[config.mk]
export PLATFORM = sky130hd
export DESIGN_NAME = ds18b20_reader
export DESIGN_NICKNAME = d
export VERILOG_FILES = /design/src/ds18b20_pkg.sv /design/src/ow_bus_pkg.sv /design/src/ds18b20_reader.sv /design/src/ds18b20_sequencer.sv /design/src/ow_bit_engine.sv /design/src/temp_bcd_format.sv /design/src/us_tick_gen.sv
export SDC_FILE = /design/constraint.sdc
export NUM_CORES = 1
export LEC_CHECK = 0
export ABC_CLOCK_PERIOD_IN_PS = 5250
export BUFFER_PORTS_ARGS = -buffer_cell sky130_fd_sc_hd__clkbuf_2
export CORE_UTILIZATION = 35
export CTS_CLUSTER_SIZE = 28
export DETAILED_ROUTE_END_ITERATION = 8
export GPL_TIMING_DRIVEN = 0
export PLACE_DENSITY = 0.47
export SETUP_SLACK_MARGIN = 0.4
export SLEW_MARGIN = 20
export SYNTH_ARGS = -nofsm -noshare
export SYNTH_HDL_FRONTEND = slang
export SYNTH_SLANG_ARGS = --single-unit
[constraint.sdc]
create_clock -name clk -period 5.25 [get_ports clk]
set_clock_uncertainty 0.05 [all_clocks]
set_input_delay 0 -clock clk [delete_from_list [all_inputs] [get_ports clk]]
set_output_delay 0 -clock clk [all_outputs]
set_load 0.05 [all_outputs]
[src/ds18b20_pkg.sv]
package ds18b20_pkg;

  // --------------------
  // command bytes
  // --------------------
  localparam logic [7:0] CMD_SKIP_ROM     = 8'hCC;
  localparam logic [7:0] CMD_CONVERT_T    = 8'h44;
  localparam logic [7:0] CMD_READ_SCRATCH = 8'hBE;

  // --------------------
  // data types
  // --------------------

  // scratchpad bytes 0 and 1, bit 12 is the sign, [3:0] the fraction
  typedef logic [15:0] raw_temp_t;

  // one decimal digit
  typedef logic [3:0] bcd_digit_t;

  // read slots allowed while the conversion runs
  localparam int CONVERT_POLL_MAX = 1000;

endpackage

[src/ow_bus_pkg.sv]
package ow_bus_pkg;

  // --------------------
  // slot operations
  // --------------------
  typedef enum logic [1:0] {
    OP_RESET  = 2'd0,  // reset pulse plus presence detect
    OP_WRITE0 = 2'd1,
    OP_WRITE1 = 2'd2,
    OP_READ   = 2'd3
  } ow_op_t;

  // --------------------
  // slot timing in us
  // --------------------
  localparam int RESET_LOW_US     = 500;
  localparam int PRESENCE_WAIT_US = 100;  // release to presence sample
  localparam int RESET_RECOVER_US = 400;

  localparam int SLOT_LOW_US      = 1;    // opening pulse of write 1 / read
  localparam int WRITE_SLOT_US    = 80;
  localparam int READ_SAMPLE_US   = 10;   // counted from release
  localparam int READ_RECOVER_US  = 55;

  // wide enough for the longest phase
  localparam int US_CNT_W         = 10;

endpackage

[src/ds18b20_reader.sv]
`timescale 1ns/1ps

module ds18b20_reader
  import ow_bus_pkg::*;
  import ds18b20_pkg::*;
#(
  parameter int CLK_PER_US   = 50,
  parameter int INIT_CREDITS = 2
) (
  input  logic       clk,
  input  logic       rst_n,
  output logic       ow_pull_low,  // 1 = master drives the line low
  input  logic       ow_sense,     // resolved line level
  input  logic       credit,
  output logic       sample_valid,
  output logic       sample_neg,
  output bcd_digit_t sample_hundreds,
  output bcd_digit_t sample_tens,
  output bcd_digit_t sample_ones,
  output bcd_digit_t sample_tenths
);

  logic      us_tick;
  logic      op_start;
  ow_op_t    op;
  logic      op_busy;
  logic      op_done;
  logic      op_bit;
  logic      raw_valid;
  raw_temp_t raw_temp;

  us_tick_gen #(.CLK_PER_US(CLK_PER_US)) tick0 (.clk, .rst_n, .us_tick);

  ow_bit_engine eng0 (
    .clk, .rst_n, .us_tick, .op_start, .op, .op_busy, .op_done, .op_bit,
    .ow_pull_low, .ow_sense
  );

  ds18b20_sequencer #(.INIT_CREDITS(INIT_CREDITS)) seq0 (
    .clk, .rst_n, .op_start, .op, .op_busy, .op_done, .op_bit,
    .raw_valid, .raw_temp, .credit
  );

  temp_bcd_format fmt0 (
    .clk, .rst_n, .raw_valid, .raw_temp, .sample_valid, .sample_neg,
    .sample_hundreds, .sample_tens, .sample_ones, .sample_tenths
  );

endmodule

[src/ds18b20_sequencer.sv]
`timescale 1ns/1ps

module ds18b20_sequencer
  import ow_bus_pkg::*;
  import ds18b20_pkg::*;
#(
  parameter int INIT_CREDITS = 2
) (
  input  logic      clk,
  input  logic      rst_n,
  output logic      op_start,
  output ow_op_t    op,
  input  logic      op_busy,
  input  logic      op_done,
  input  logic      op_bit,
  output logic      raw_valid,
  output raw_temp_t raw_temp,
  input  logic      credit
);

  localparam int POLL_W   = $clog2(CONVERT_POLL_MAX);
  localparam int CREDIT_W = 8;

  typedef enum logic [3:0] {
    SQ_IDLE, SQ_RST1, SQ_SKIP1, SQ_CONV, SQ_POLL,
    SQ_RST2, SQ_SKIP2, SQ_RDCMD, SQ_RDBITS
  } sq_state_t;

  sq_state_t           state;
  logic                op_pend;   // one operation in flight
  logic [7:0]          tx_byte;   // shifted out LSB first
  logic [3:0]          bit_cnt;
  logic [POLL_W-1:0]   poll_cnt;
  logic [CREDIT_W-1:0] credit_cnt;
  logic                byte_last;
  logic                raw_release;

  assign byte_last   = (bit_cnt == 4'd7);
  assign raw_release = op_done && (state == SQ_RDBITS) && (bit_cnt == 4'd15);
  assign op_start    = (state != SQ_IDLE) && !op_pend && !op_busy;

  always_comb
  begin
    case (state)
      SQ_POLL, SQ_RDBITS: op = OP_READ;
      SQ_SKIP1, SQ_CONV, SQ_SKIP2, SQ_RDCMD:
        op = tx_byte[0] ? OP_WRITE1 : OP_WRITE0;
      default:            op = OP_RESET;
    endcase
  end

  // --------------------
  // command flow
  // --------------------
  always_ff @(posedge clk or negedge rst_n)
  begin
    if (!rst_n)
    begin
      state      <= SQ_IDLE;
      op_pend    <= 1'b0;
      tx_byte    <= '0;
      bit_cnt    <= '0;
      poll_cnt   <= '0;
      credit_cnt <= CREDIT_W'(INIT_CREDITS);
      raw_valid  <= 1'b0;
    end
    else
    begin
      raw_valid  <= 1'b0;
      credit_cnt <= credit_cnt + CREDIT_W'(credit) - CREDIT_W'(raw_release);
      if (op_start)
        op_pend <= 1'b1;
      else if (op_done)
        op_pend <= 1'b0;

      if (op_done)
      begin
        case (state)
          SQ_RST1, SQ_RST2:
            if (op_bit)
            begin
              tx_byte <= CMD_SKIP_ROM;
              bit_cnt <= '0;
              state   <= (state == SQ_RST1) ? SQ_SKIP1 : SQ_SKIP2;
            end
            else
              state <= SQ_RST1;  // no presence, start over
          SQ_SKIP1, SQ_CONV, SQ_SKIP2, SQ_RDCMD:
          begin
            tx_byte <= tx_byte >> 1;
            bit_cnt <= bit_cnt + 1'b1;
            if (byte_last)
            begin
              bit_cnt <= '0;
              case (state)
                SQ_SKIP1:
                begin
                  tx_byte <= CMD_CONVERT_T;
                  state   <= SQ_CONV;
                end
                SQ_CONV:
                begin
                  poll_cnt <= '0;
                  state    <= SQ_POLL;
                end
                SQ_SKIP2:
                begin
                  tx_byte <= CMD_READ_SCRATCH;
                  state   <= SQ_RDCMD;
                end
                default: state <= SQ_RDBITS;
              endcase
            end
          end
          SQ_POLL:
            if (op_bit)
              state <= SQ_RST2;  // conversion finished
            else if (poll_cnt == POLL_W'(CONVERT_POLL_MAX - 1))
              state <= SQ_RST1;
            else
              poll_cnt <= poll_cnt + 1'b1;
          SQ_RDBITS:
          begin
            bit_cnt <= bit_cnt + 1'b1;
            if (raw_release)
            begin
              bit_cnt   <= '0;
              raw_valid <= 1'b1;
              state     <= SQ_IDLE;
            end
          end
          default: ;
        endcase
      end
      else if (state == SQ_IDLE && credit_cnt != '0)
        state <= SQ_RST1;
    end
  end

  // reading arrives LSB first
  always_ff @(posedge clk)
  begin
    if (op_done && state == SQ_RDBITS)
      raw_temp <= {op_bit, raw_temp[15:1]};
  end

endmodule

[src/ow_bit_engine.sv]
`timescale 1ns/1ps

module ow_bit_engine
  import ow_bus_pkg::*;
(
  input  logic   clk,
  input  logic   rst_n,
  input  logic   us_tick,
  input  logic   op_start,
  input  ow_op_t op,
  output logic   op_busy,
  output logic   op_done,
  output logic   op_bit,
  output logic   ow_pull_low,
  input  logic   ow_sense
);

  typedef enum logic [2:0] {
    ST_IDLE,
    ST_ALIGN,    // wait for a tick so the low pulse is whole microseconds
    ST_LOW,
    ST_WAIT,     // released, up to the sample point or slot end
    ST_RECOVER
  } eng_state_t;

  eng_state_t          state;
  ow_op_t              op_q;
  logic [US_CNT_W-1:0] us_cnt;
  logic [US_CNT_W-1:0] phase_len;
  logic                phase_end;
  logic                sense_q;

  // --------------------
  // phase lengths
  // --------------------
  always_comb
  begin
    phase_len = US_CNT_W'(SLOT_LOW_US);
    case (state)
      ST_LOW:
        case (op_q)
          OP_RESET:  phase_len = US_CNT_W'(RESET_LOW_US);
          OP_WRITE0: phase_len = US_CNT_W'(WRITE_SLOT_US);
          default:   phase_len = US_CNT_W'(SLOT_LOW_US);
        endcase
      ST_WAIT:
        case (op_q)
          OP_RESET:  phase_len = US_CNT_W'(PRESENCE_WAIT_US);
          OP_WRITE0: phase_len = US_CNT_W'(SLOT_LOW_US);  // short recovery
          OP_WRITE1: phase_len = US_CNT_W'(WRITE_SLOT_US);
          default:   phase_len = US_CNT_W'(READ_SAMPLE_US);
        endcase
      ST_RECOVER:
        phase_len = (op_q == OP_RESET) ? US_CNT_W'(RESET_RECOVER_US)
                                       : US_CNT_W'(READ_RECOVER_US);
      default: ;
    endcase
  end

  assign phase_end = us_tick && (us_cnt == phase_len - 1'b1);

  // --------------------
  // phase machine
  // --------------------
  always_ff @(posedge clk or negedge rst_n)
  begin
    if (!rst_n)
    begin
      state       <= ST_IDLE;
      op_q        <= OP_RESET;
      us_cnt      <= '0;
      sense_q     <= 1'b1;  // idle bus is high
      op_busy     <= 1'b0;
      op_done     <= 1'b0;
      op_bit      <= 1'b0;
      ow_pull_low <= 1'b0;
    end
    else
    begin
      sense_q <= ow_sense;
      op_done <= 1'b0;
      if (us_tick)
        us_cnt <= us_cnt + 1'b1;
      case (state)
        ST_IDLE:
          if (op_start)
          begin
            op_q    <= op;
            op_busy <= 1'b1;
            state   <= ST_ALIGN;
          end
        ST_ALIGN:
          if (us_tick)
          begin
            ow_pull_low <= 1'b1;
            us_cnt      <= '0;
            state       <= ST_LOW;
          end
        ST_LOW:
          if (phase_end)
          begin
            ow_pull_low <= 1'b0;  // release, pull-up takes the line high
            us_cnt      <= '0;
            state       <= ST_WAIT;
          end
        ST_WAIT:
          if (phase_end)
          begin
            us_cnt <= '0;
            if (op_q == OP_RESET || op_q == OP_READ)
            begin
              op_bit <= (op_q == OP_RESET) ? ~sense_q : sense_q;  // low = present
              state  <= ST_RECOVER;
            end
            else
            begin
              op_busy <= 1'b0;
              op_done <= 1'b1;
              state   <= ST_IDLE;
            end
          end
        ST_RECOVER:
          if (phase_end)
          begin
            op_busy <= 1'b0;
            op_done <= 1'b1;
            state   <= ST_IDLE;
          end
        default: state <= ST_IDLE;
      endcase
    end
  end

endmodule

[src/temp_bcd_format.sv]
`timescale 1ns/1ps

module temp_bcd_format
  import ds18b20_pkg::*;
(
  input  logic       clk,
  input  logic       rst_n,
  input  logic       raw_valid,
  input  raw_temp_t  raw_temp,
  output logic       sample_valid,
  output logic       sample_neg,
  output bcd_digit_t sample_hundreds,
  output bcd_digit_t sample_tens,
  output bcd_digit_t sample_ones,
  output bcd_digit_t sample_tenths
);

  raw_temp_t  mag;
  logic [7:0] int_part;
  logic [7:0] frac_x10;

  always_comb
  begin
    mag      = raw_temp[12] ? (~raw_temp + 16'd1) : raw_temp;  // two's complement
    int_part = mag[11:4];
    frac_x10 = {4'b0000, mag[3:0]} * 8'd10;  // tenths live in [7:4]
  end

  always_ff @(posedge clk or negedge rst_n)
  begin
    if (!rst_n)
      sample_valid <= 1'b0;
    else
      sample_valid <= raw_valid;
  end

  always_ff @(posedge clk)
  begin
    if (raw_valid)
    begin
      sample_neg      <= raw_temp[12];
      sample_hundreds <= bcd_digit_t'(int_part / 8'd100);
      sample_tens     <= bcd_digit_t'((int_part % 8'd100) / 8'd10);
      sample_ones     <= bcd_digit_t'(int_part % 8'd10);
      sample_tenths   <= frac_x10[7:4];
    end
  end

endmodule

[src/us_tick_gen.sv]
`timescale 1ns/1ps

module us_tick_gen #(
  parameter int CLK_PER_US = 50
) (
  input  logic clk,
  input  logic rst_n,
  output logic us_tick
);

  localparam int CNT_W = (CLK_PER_US > 1) ? $clog2(CLK_PER_US) : 1;

  logic [CNT_W-1:0] cnt;  // modulo CLK_PER_US

  always_ff @(posedge clk or negedge rst_n)
  begin
    if (!rst_n)
    begin
      cnt     <= '0;
      us_tick <= 1'b0;
    end
    else if (cnt == CNT_W'(CLK_PER_US - 1))
    begin
      cnt     <= '0;
      us_tick <= 1'b1;  // one clock per wrap
    end
    else
    begin
      cnt     <= cnt + 1'b1;
      us_tick <= 1'b0;
    end
  end

endmodule
## Word-level counts from Yosys, hierarchy flattened

Index checks and enable logic that the tools add are counted.

- $add $sub $neg: 8
- $mul: 1
- Divide/modulo/power cells: 4
- Equality and inequality tests: 35
- Multiplexer cells: 60
- Bitwise operators: 2
- Reduce and logical (&&, ||, !) cells: 34

Operators by type and width:

| kind | count |
|---|---|
| $mux 10 | 7 |
| $mux 4 | 10 |
| $pmux 10 s2 | 2 |
| $pmux 8 s2 | 2 |
| $pmux 10 s3 | 1 |
| $pmux 4 s3 | 2 |
| $mux 3 | 7 |
| $pmux 7 s3 | 1 |
| $add 10x1->10 const B | 2 |
| $eq 4x3->1 const B | 5 |
| $pmux 9 s2 | 1 |
| $mux 8 | 2 |
| $pmux 4 s4 | 1 |
| $mux 1 | 15 |
| $pmux 3 s5 | 1 |
| $reduce_and 5->1 | 3 |
| $add 12x1->12 const B | 1 |
| $mux 12 | 1 |
| $ne 2x1->1 const B | 6 |
| $not 12->12 | 1 |
| $reduce_and 3->1 | 4 |
| $eq 10x10->1 | 1 |
| $eq 10x10->1 const B | 1 |
| $ne 2x2->1 const B | 5 |
| 43 further kinds | 62 |

- Register bits: 97
- Output and inout bits: 19

## Longest topological paths before layout

Gate-level depths: netlist of run 1.

- Depth after elaboration: 8
- Gate-level depth with buffers: 18
- Depth with buffers taken out: 16

## Cells and area by module

A second synthesis of run 1 with hierarchy kept.

- Cells, all modules: 734
- Area, all modules: 6755.2 um^2

Modules (own cells, without submodules):

| module | instances | cells each | area an instance (um^2) |
|---|---|---|---|
| ds18b20_sequencer | 1 | 263 | 2652.5 |
| temp_bcd_format | 1 | 246 | 2040.7 |
| ow_bit_engine | 1 | 198 | 1751.7 |
| us_tick_gen | 1 | 27 | 310.3 |

## Worst setup path before layout of run 1

Ideal clock, no wire load.

- Path type: register to register
- Start: reg eng0.op_q[0]
- End: reg eng0.us_cnt[3]
- Library setup time: 0.082 ns
- Arrival: 3.379 ns
- Path slack: 1.739 ns
- Stages on the path, launching flop included: 19
- Buffers on the path: 2
- Cells stage by stage: dfrtp_1 inv_1 ha_1 clkbuf_1 nand2_1 o22ai_1 a2bb2oi_2 inv_1 ha_1 inv_1 a211oi_1 or3_1 nor4_1 a221o_1 a22o_1 a41oi_1 buf_2 nand2_1 a31oi_1

- Word-level cells in the longest chain between the ends: 8
- Elaborated cells between the ends (all ways): 12

RTL lines:

| what | line | RTL |
|---|---|---|
| from (decl) | ow_bit_engine.sv:27 | `ow_op_t op_q;` |
| from (signal assigned) | ow_bit_engine.sv:88 | `op_q <= op;` |
| $eq 2x2->1, or another cell as far along | ow_bit_engine.sv:47 | `case (op_q)` |
| $pmux 7 s3, or another cell as far along | ow_bit_engine.sv:47 |  |
| $pmux 10 s3 (*) | ow_bit_engine.sv:39 | `case (state)` |
| $sub 10x1->10 (*) | ow_bit_engine.sv:60 | `assign phase_end = us_tick && (us_cnt == phase_len - 1'b1);` |
| $eq 10x10->1 (*) | ow_bit_engine.sv:60 |  |
| $logic_and 1x1->1 (*) | ow_bit_engine.sv:60 |  |
| $mux 10 (*) | ow_bit_engine.sv:100, ow_bit_engine.sv:107 |  |
| $pmux 10 s2 (*) | ow_bit_engine.sv:84 | `case (state)` |
| to (signal assigned) | ow_bit_engine.sv:83 | `us_cnt <= us_cnt + 1'b1;` |
| to (decl) | ow_bit_engine.sv:28 | `logic [US_CNT_W-1:0] us_cnt;` |

Every way passes the cells marked *; elsewhere a longest branch is shown, timed or not.
A chain may end at the register's enable or synchronous reset.

## Worst setup path in the final report of run 1

- Start: reg eng0.op_q[0]
- End: reg eng0.us_cnt[5]

The elaborated chain is that of the path after synthesis.

==> results.md, run 1 <==
* Startpoint types: flip-flop
* Post-placement cell area at 0.00656 mm^2
* Fraction of registers with async set or reset after synthesis at 67.4%
* Row cnt at 48
* Mean area per synthesized cell at 9.46 um^2
* Flops & latches, synth at 95
* Clock Tree Root: clkbuf_16
* Post-route fraction of the period consumed by the critical path at 81.6%
* Maximum clock rate at 233 MHz
* Remaining antenna violation count after routing at 0
* Fraction of power spent switching nets at 26.4%
* Port-buffer cells at 20
* Area of the multi-input gates at 0.00333 mm^2
* DR DRC count at 0
* Clock Latency Late Sink at 350 ps
* Worst-case register-to-register setup slack at 970 ps
* Slew headroom at 34.5%
* Register clock-pin slew on the reported worst setup and hold paths at 70 ps
* Die extent in y at 135 um
* Clk network pwr share at 40.0%
* Critical Path AT at 4500 ps
* Nets@finish at 721
* Setup violators final at 0
* Floorplan die area at 0.0181 mm^2
* Die Span X at 135 um
* Type of destination of the critical path: flip-flop
* Pre-CTS setup slack at 1000 ps
* Layout Area Growth over Synthesis at 12.7%
* Count of flip-flops with a built-in enable after synthesis at 31
* Total chip power at 1.86 mW
* Number of buffers inserted by post-CTS setup repair at 0
* Initial standard-cell utilization of the core at 35.7%
* Number of iterations in the first detailed-routing pass at 4
* Register area share after synthesis at 41.2%
* Syn Std Cell Area at 0.00615 mm^2
* Clock tree from TritonCTS: built
* Vias in the first global route at 4780
* Number of antenna violations at the first check in global routing at 0
* Startpoint of the worst register-to-register path: eng0.op_q[0]$_DFFE_PN0P_
* Synth area leader: dfrtp_1
* Register Area at 0.00253 mm^2
* Layout filler cell count at 1707
* Count of endpoints failing hold in the final timing report at 0
* Actual transition at the worst max-transition pin at 977 ps
* Vias after detailed routing at 4939
* Number of design-rule violations left by the first detailed-router iteration at 299
* Fraction of post-synthesis cell area in the top cell type by area at 25.2%
* RSZ-0062 raised after global routing: false
* Final number of max-transition violations at 0
* Worst setup endpoint: eng0.us_cnt[5]$_DFF_PN0_
* Maxcap violations at 0
* Wirelength, routed at 13400 um
* Outcome: completed
* Largest fanout on the critical path at 10
* Internal at 1.37 mW
* Crit Path Class: flip-flop to flip-flop
* Number of antenna diodes at 0
* Layout Utilization at 40.2%
* Number of buffers created by CTS at 9
* Post-Syn Instances at 650
* CP required at 5470 ps
* Shortest period the worst path allows at 4280 ps
* Worst IR Drop VDD at 0.000145 V
* Primary flip-flop cell chosen by synthesis mapping: dfrtp_1
* Cell leakage power at 2.86 nW
* HPWL after DPL at 9690 um
* Worst-case hold slack at 68.2 ps
* Wire length of the first global-routing pass at 23100 um
* Power density over cell area at 269 mW/mm^2
* Post-Route Setup TNS at 0 ps
* Post-layout instance count excluding filler cells at 916
* Global-route total usage across every layer at 15.9%
* Vias per cell at 5.39
* Largest net degree at the start of global routing at 43
* Longest Clk Path Bufs at 2
* Worst reg2reg endpoint: eng0.us_cnt[5]$_DFF_PN0_
* Final WS setup at 966 ps
* Synth top area cells: dfrtp_1, edfxtp_1, ha_1, xnor2_1, a21oi_1
* Hold crit path type: input port to asynchronous set/reset pin
* Core area at 0.0172 mm^2
* Detail-routed net length per standard cell at 14.6 um
* # clock sinks at 95
* Part of the total power dissipated in sequential elements at 44.3%
* Share of final-layout standard cells stronger than drive strength 1 at 10.9%
* CP startpoint: eng0.op_q[0]$_DFFE_PN0P_
* Switching power at 492 uW
* Synth Warn # at 0
* Grt total ovfl at 0
* FF-to-FF path depth at 18
* Total placed cells including tap cells at 897
* GPL Wtd Cong at 0.856
* Combinational share of power at 15.7%
* Number of I/O pins at 23
* Netlist cell types at 80
* H-Tree Depth at 3
* Post-route cell area at 0.00693 mm^2
## critical path: stages, from the launching register on
cell and delay, ps:
dfrtp_1 420, inv_1 140, ha_1 160, clkbuf_1 350
nand2_1 100, o22ai_1 200, a2bb2oi_2 160, inv_1 90
ha_1 190, inv_1 80, a211oi_1 420, or3_1 180
nor4_1 40, a221o_1 270, a22o_1 220, a41oi_1 550
buf_2 330, a21oi_1 90, a31oi_1 160
## how the worst min path moves through the flow
stage	endpoint	cells after the start	slack, ps	start
floorplan	eng0.op_bit$_DFFE_PN0P_	0	-350	rst_n
global placement	eng0.sense_q$_DFF_PN1_	1	40	ow_sense
detailed placement	seq0.tx_byte[5]$_DFFE_PN0P_	1	-70	rst_n
CTS	seq0.tx_byte[5]$_DFFE_PN0P_	2	80	rst_n
global route	seq0.tx_byte[5]$_DFFE_PN0P_	2	110	rst_n
finish	seq0.tx_byte[5]$_DFFE_PN0P_	2	70	rst_n
## cell type report
cell class / count / area share, %
inverters: 35 / 1.90
clock inverters: 7 / 1.61
plain buffers: 35 / 2.22
flip-flops and latches: 95 / 36.6
repair buffers: 24 / 2.31
multi-input cells: 486 / 48.1
well taps: 225 / 4.06
clock buffers: 9 / 3.25
## layer usage
| metal | routed length (um) | global-route usage, % | part of all wire [%] | vias up |
|---|---|---|---|---|
| li1 | - | - | - | 2448 |
| met1 | 6320 | 20.7 | 47 | 2404 |
| met2 | 6430 | 26.3 | 48 | 68 |
| met3 | 318 | 2.36 | 2.4 | 19 |
| met4 | 298 | 6.93 | 2.2 | 0 |
| met5 | 0 | 0 | 0 | - |
## cells by family (layout without fill, tap and decap cells)
| logic type | after synthesis | in the layout | share of synthesized area (%) |
|---|---|---|---|
| buf+inv | 70 | 110 | 4.64 |
| other cells | 1 | 2 | 0.0610 |
| xor+xnor | 52 | 52 | 7.90 |
| flops | 95 | 95 | 41.2 |
| fa+ha+maj | 31 | 31 | 6.56 |
| compound gates | 183 | 183 | 20.8 |
| mux | 7 | 7 | 1.18 |
| simple gates | 211 | 211 | 17.6 |
## cell usage after synthesis (all sizes together), types with 6 or more instances
cell type   n
dfrtp      62
nand2      52
a21oi      49
nor2       49
o21ai      40
inv        35
edfxtp     31
xnor2      30
ha         29
clkbuf     23
nand3      23
xor2       21
nor3       15
a31oi      14
buf        12
nor2b      12
or3        10
and2        8
and3        8
nor4        8
a211oi      7
o31ai       7
a21o        6
## registers in the layout, indices dropped and copies added (netlist names)
| register | count |
|---|---|
| seq0.op_pend | 1 |
| eng0.state | 3 |
| seq0.raw_valid | 1 |
| eng0.ow_pull_low | 1 |
| eng0.us_cnt | 10 |
| fmt0.sample_tenths | 4 |
| fmt0.sample_hundreds | 2 |
| tick0.us_tick | 1 |
| eng0.sense_q | 1 |
| seq0.state | 4 |
| fmt0.sample_neg | 1 |
| eng0.op_q | 2 |
| eng0.op_done | 1 |
| fmt0.sample_tens | 4 |
| fmt0.sample_valid | 1 |
| seq0.poll_cnt | 10 |
| fmt0.sample_ones | 4 |
| eng0.op_busy | 1 |
| seq0.bit_cnt | 4 |
| eng0.op_bit | 1 |
| seq0.raw_temp | 16 |
| seq0.credit_cnt | 8 |
| seq0.tx_byte | 8 |
| tick0.cnt | 6 |
## placed cells by master, fill, tap and decap left out, types with 4 or more instances in the layout
| cell type | n |
|---|---|
| a21o_1 | 6 |
| mux2i_1 | 5 |
| nand2b_1 | 4 |
| clkbuf_16 | 9 |
| nor2_1 | 48 |
| nand2_1 | 51 |
| and3_1 | 8 |
| nand4_1 | 4 |
| buf_2 | 6 |
| a21oi_1 | 48 |
| nor4_1 | 8 |
| xnor2_1 | 30 |
| nor2b_1 | 12 |
| o211ai_1 | 5 |
| o21ai_0 | 38 |
| inv_1 | 35 |
| or3_1 | 10 |
| edfxtp_1 | 31 |
| nand3_1 | 23 |
| a211oi_1 | 7 |
| nor3_1 | 15 |
| a41oi_1 | 4 |
| a32oi_1 | 4 |
| clkbuf_1 | 23 |
| a211o_1 | 4 |
| dfrtp_1 | 62 |
| ha_1 | 29 |
| and2_1 | 7 |
| xor2_1 | 19 |
| clkbuf_2 | 19 |
| a31oi_1 | 13 |
| o31ai_1 | 6 |
| a22o_1 | 5 |
| a221oi_1 | 4 |
## power by group through the flow
stage / combinational [mW] / clock [mW] / sequential (mW)
3_3_place_gp: 0.282 / 0 / 0.839
5_1_grt: 0.349 / 0.801 / 0.829
3_5_place_dp: 0.298 / 0 / 0.839
4_1_cts: 0.300 / 0.772 / 0.824
6_report: 0.292 / 0.744 / 0.824
2_1_floorplan: 0.236 / 0 / 0.834
## what timing repair did
item,in CTS,in global routing
hold endpoints to repair,65,0
gates resized for setup,0,0
hold buffers,3,0
Power figures use the tool's default switching activity.
==> inputs of run 2 (changes only) <==
ABC_CLOCK_PERIOD_IN_PS = 3850   (was 5250)
PLACE_DENSITY = 0.49   (was 0.47)
clock period = 3.85 ns   (was 5.25 ns; I/O delays follow)
==> results.md, run 2 (synthesis gave the netlist of run 1 again) <==
* Largest net degree at the start of global routing at 43
* HPWL after DPL at 9740 um
* Startpoint of the worst register-to-register path: seq0.raw_temp[0]$_DFFE_PP_
* Power density over cell area at 327 mW/mm^2
* Actual transition at the worst max-transition pin at 774 ps
* Die extent in y at 135 um
* Number of design-rule violations left by the first detailed-router iteration at 470
* DR DRC count at 0
* Wirelength, routed at 14600 um
* Slew headroom at 48.4%
* Nets@finish at 761
* Flip-flop count of the largest register after layout at 16
* Number of iterations in the first detailed-routing pass at 5
* Port-buffer cells at 20
* Share of final-layout standard cells stronger than drive strength 1 at 23.1%
* Remaining antenna violation count after routing at 0
* Largest fanout on the critical path at 5
* Startpoint types: flip-flop
* Hold crit path type: input port to asynchronous set/reset pin
* GPL Wtd Cong at 0.849
* Cell with the largest stage delay on the worst path: edfxtp_1
* Maximum clock rate at 289 MHz
* Vias per cell at 5.48
* Type of destination of the critical path: flip-flop
* Worst-case hold slack at 61.5 ps
* Top register by number of flip-flops: seq0.raw_temp
* Setup violators final at 0
* Post-Route Setup TNS at 0 ps
* Detail-routed net length per standard cell at 15.2 um
* Max stage delay on crit path at 470 ps
* Most common cell after layout, fill and taps aside: dfrtp_1
* # clock sinks at 95
* Total placed cells including tap cells at 897
* Wire length of the first global-routing pass at 24200 um
* Vias after detailed routing at 5236
* Post-route fraction of the period consumed by the critical path at 89.9%
* Top flop regs: seq0.raw_temp (16), eng0.us_cnt (10), seq0.poll_cnt (10)
* FF-to-FF path depth at 16
* Register clock-pin slew on the reported worst setup and hold paths at 80 ps
* Layout filler cell count at 1618
* Vias in the first global route at 5029
* Initial standard-cell utilization of the core at 35.7%
* Longest Clk Path Bufs at 2
* Number of antenna violations at the first check in global routing at 0
* Most common cell type on the critical path: buf_6
* H-Tree Depth at 3
* Grt total ovfl at 0
* Crit Path Class: flip-flop to flip-flop
* Number of buffers created by CTS at 9
* Shortest period the worst path allows at 3460 ps
* Clock tree from TritonCTS: built
* Critical Path AT at 3530 ps
* Outcome: completed
* Core area at 0.0172 mm^2
* Post-route cell area at 0.00761 mm^2
* Count of endpoints failing hold in the final timing report at 0
* Total chip power at 2.49 mW
* Number of antenna diodes at 0
* Post-layout instance count excluding filler cells at 956
* Maxcap violations at 0
* Final number of max-transition violations at 0
* Top library cells by usage in the layout, fill and taps aside: dfrtp_1, nand2_1, nor2_1
* Clock Latency Late Sink at 360 ps
* Global-route total usage across every layer at 16.6%
* Floorplan die area at 0.0181 mm^2
* Number of I/O pins at 23
* Layout Area Growth over Synthesis at 23.8%
* Post-placement cell area at 0.00657 mm^2
* Row cnt at 48
* Worst IR Drop VDD at 0.000234 V
* Cell leakage power at 3.12 nW
* CP required at 3910 ps
* Worst-case register-to-register setup slack at 390 ps
* Clock Tree Root: clkbuf_16
* Die Span X at 135 um
* RSZ-0062 raised after global routing: true
* Worst reg2reg endpoint: fmt0.sample_ones[3]$_DFFE_PP_
* Crit path cell chain: inv_2 > ha_4 > or3b_4 > buf_6 > o31ai_4 > buf_4 > xor2_2 > buf_6 > nor4_1 > a211o_1 > a21o_1 > nor2_2 > xnor2_2 > ha_2 > a21oi_2 > xnor2_1
## run 2: layer usage
metal / wire length (um) / vias to the layer above / GRT usage, %
met5: 0 / - / 0
met1: 6670 / 2582 / 21.4
met4: 333 / 0 / 6.99
li1: - / 2527 / -
met2: 7170 / 101 / 27.9
met3: 391 / 26 / 2.40
## run 2: worst max path at each step
stage,cells past startpoint,slack (ps),to,from
after floorplan,16,460,eng0.op_bit$_DFFE_PN0P_,eng0.op_q[0]$_DFFE_PN0P_
after global placement,16,-150,eng0.op_bit$_DFFE_PN0P_,eng0.op_q[0]$_DFFE_PN0P_
after detailed placement,16,-260,eng0.op_bit$_DFFE_PN0P_,eng0.op_q[0]$_DFFE_PN0P_
after CTS,17,400,eng0.op_bit$_DFFE_PN0P_,eng0.op_q[0]$_DFFE_PN0P_
after global routing,14,220,fmt0.sample_ones[3]$_DFFE_PP_,seq0.raw_temp[0]$_DFFE_PP_
final,16,390,fmt0.sample_ones[3]$_DFFE_PP_,seq0.raw_temp[0]$_DFFE_PP_
## run 2: what timing repair did
item / 4_1_cts / 5_1_grt
hold buffers: 3 / 0
pin swaps: 14 / 19
endpoints found under the setup margin: 22 / 20
hold endpoints to repair: 65 / 0
gates cloned: 0 / 1
buffers inserted: 15 / 24
gates resized for setup: 37 / 51
## run 2: final cells by class
class	instances	area [um^2]	area share (%)
Clock buffer	9	225	2.96
Inverter	35	131	1.73
Buffer	35	188	2.47
Timing Repair Buffer	64	479	6.30
Tap cell	225	282	3.70
Clock inverter	7	87.6	1.15
Multi-Input combinational cell	486	3680	48.4
Sequential cell	95	2540	33.3
## run 2: metrics by stage
stage	utilization (%)	setup WS, ps
floorplan	-	460
global placement	37.9	-145
detailed placement	38.1	-265
CTS	42.0	400
global route	44.1	215
finish	44.1	387
## run 2: worst max-delay path: cells and delay by family, from the launching register on
family          cells  cell delay [ps]
compound gates      4              800
xor+xnor            3              400
fa+ha+maj           2              340
buf+inv             4              560
flops               1              470
simple gates        3              590
## run 2: power by group
group,internal [mW],switching [mW]
sequential,1.10,0.0267
clock,0.519,0.436
combinational,0.184,0.224
total,1.80,0.687
==> inputs of run 3 (changes only) <==
PLACE_DENSITY = 0.56   (was 0.49)
==> results.md, run 3 (synthesis gave the netlist of run 1 again) <==
* Layout Area Growth over Synthesis at 23.2%
* Crit path cell chain: or4_4 > buf_8 > or4_4 > a32oi_4 > buf_4 > buf_4 > buf_4 > buf_4 > nor2_1 > a21oi_1 > nor2_1 > a221oi_1 > o211a_1 > a31oi_1
* Critical Path AT at 3500 ps
* Most common cell after layout, fill and taps aside: dfrtp_1
* Count of endpoints failing hold in the final timing report at 0
* Share of final-layout standard cells stronger than drive strength 1 at 22.1%
* Worst IR Drop VDD at 0.000286 V
* Largest net degree at the start of global routing at 34
* Type of destination of the critical path: flip-flop
* Longest Clk Path Bufs at 2
* Failing checks: DRC
* Crit Path Class: flip-flop to flip-flop
* Port-buffer cells at 20
* # clock sinks at 95
* Top library cells by usage in the layout, fill and taps aside: dfrtp_1, nand2_1, nor2_1
* Maxcap violations at 0
* Cell with the largest stage delay on the worst path: or4_4
* Number of design-rule violations left by the first detailed-router iteration at 315
* Buffering stage count on the worst path with inverters included at 5
* Post-route fraction of the period consumed by the critical path at 89.9%
* Nets@finish at 764
* Die Span X at 135 um
* Maximum clock rate at 289 MHz
* Floorplan die area at 0.0181 mm^2
* Initial standard-cell utilization of the core at 35.7%
* Routing usage on met1 at 19.9%
* Cell leakage power at 3.14 nW
* Most common cell type on the critical path: buf_4
* Remaining antenna violation count after routing at 0
* Post-route cell area at 0.00757 mm^2
* Number of I/O pins at 23
* Vias after detailed routing at 5143
* Clock Latency Late Sink at 360 ps
* Final WS setup at 387 ps
* GPL Wtd Cong at 0.889
* Met3 GRT Util at 3.42%
* Number of antenna diodes at 0
* Final number of max-transition violations at 0
* Max stage delay on crit path at 530 ps
* Slew headroom at 50.5%
* Die extent in y at 135 um
* Shortest period the worst path allows at 3460 ps
* Flip-flop count of the largest register after layout at 16
* Clock Tree Root: clkbuf_16
* Detail-routed net length per standard cell at 14.7 um
* Post-placement cell area at 0.00656 mm^2
* Pre-CTS setup slack at -192 ps
* Top register by number of flip-flops: seq0.raw_temp
* Hold crit path type: input port to asynchronous set/reset pin
* Setup violators final at 0
* Number of buffers created by CTS at 9
* Largest fanout on the critical path at 8
* Vias in the first global route at 4837
* CP delay by family, top: simple AND/OR/NAND/NOR gates
* RSZ-0062 raised after global routing: true
* Wire length of the first global-routing pass at 23000 um
* Wirelength, routed at 14100 um
* DR DRC count at 1
* Top flop regs: seq0.raw_temp (16), eng0.us_cnt (10), seq0.poll_cnt (10)
* Vias per cell at 5.36
* Highest-utilization routing layer at the global route stage: met2
* Register clock-pin slew on the reported worst setup and hold paths at 70 ps
* Layout Utilization at 43.9%
* Actual transition at the worst max-transition pin at 742 ps
* Row cnt at 48
* Grt total ovfl at 0
* CP required at 3890 ps
* Outcome: complete, but fails checks
* Number of iterations in the first detailed-routing pass at 7
* HPWL after DPL at 9570 um
* Global-route total usage across every layer at 15.7%
* GR met2 Demand/Resource at 26.5%
* H-Tree Depth at 3
* Power density over cell area at 312 mW/mm^2
* Core area at 0.0172 mm^2
* Clock tree from TritonCTS: built
* Number of antenna violations at the first check in global routing at 0
* Startpoint types: flip-flop
[run 3: changes by cell type in the layout (fill, tap and decap cells not counted), moves of 3 or more]
cell    delta
inv_8      -3
inv_2      -3
nor2_2     -3
inv_1      +3
inv_6      +3
[run 3: area by class of cell]
cell class                 count  area, um^2
timing repair buffer          67         494
buffer                        35         208
inverter                      35         131
tap                          225         282
sequential                    95        2530
fill                        1618        9670
clock buffer                   9         225
multi-input combinational    486        3650
clock inverter                 7        45.0
[run 3: what timing repair did]
item                                    4_1_cts  5_1_grt
resized for setup                            29       60
pin swaps                                     9       19
endpoints found under the setup margin       21       22
hold buffers                                  3        0
cloned                                        0        1
buffers inserted                             16       26
endpoints found under the hold margin        64        0
[run 3: final timing paths]
kind	start	endpoint	cells past startpoint	slack [ps]
worst max-delay path	seq0.raw_temp[5]$_DFFE_PP_	fmt0.sample_tens[1]$_DFFE_PP_	14	390
worst min register to register	seq0.raw_temp[13]$_DFFE_PP_	seq0.raw_temp[12]$_DFFE_PP_	0	370
min in group clk	ow_sense	eng0.sense_q$_DFF_PN1_	2	240
worst min-delay path	rst_n	eng0.us_cnt[3]$_DFF_PN0_	2	100
max in group asynchronous	rst_n	seq0.credit_cnt[1]$_DFF_PN1_	3	3050
worst max register to register	seq0.raw_temp[5]$_DFFE_PP_	fmt0.sample_tens[1]$_DFFE_PP_	14	390
[run 3: routing by layer]
layer  routed length (um)  share of wire, %
met5                    0                 0
met4                  299               2.1
met3                  489               3.5
met2                 6870                49
met1                 6470                46
[run 3: metrics by stage]
step | hold WS (ps) | TNS, ps | total power, mW | instances
2_1_floorplan | -346 | 0 | 1.46 | 651
3_3_place_gp | 39.7 | -794 | 1.52 | 896
3_5_place_dp | -34.8 | -1330 | 1.54 | 897
4_1_cts | 121 | 0 | 2.41 | 932
5_1_grt | 153 | 0 | 2.51 | 959
6_report | 103 | 0 | 2.36 | 959
[run 3: power by group]
part	leakage, nW	internal (mW)	total (mW)	switching [mW]
clock	0.136	0.440	0.846	0.406
sequential	1.10	1.10	1.12	0.0252
combinational	1.91	0.183	0.396	0.213
[run 3: worst register-to-register path, stage by stage (launching register included)]
cell and delay [ps]:
edfxtp_1 460, or4_4 520, buf_8 160, or4_4 540, a32oi_4 280, buf_4 160, buf_4 100, buf_4 110
buf_4 110, nor2_1 40, a21oi_1 130, nor2_1 60, a221oi_1 260, o211a_1 180, a31oi_1 50
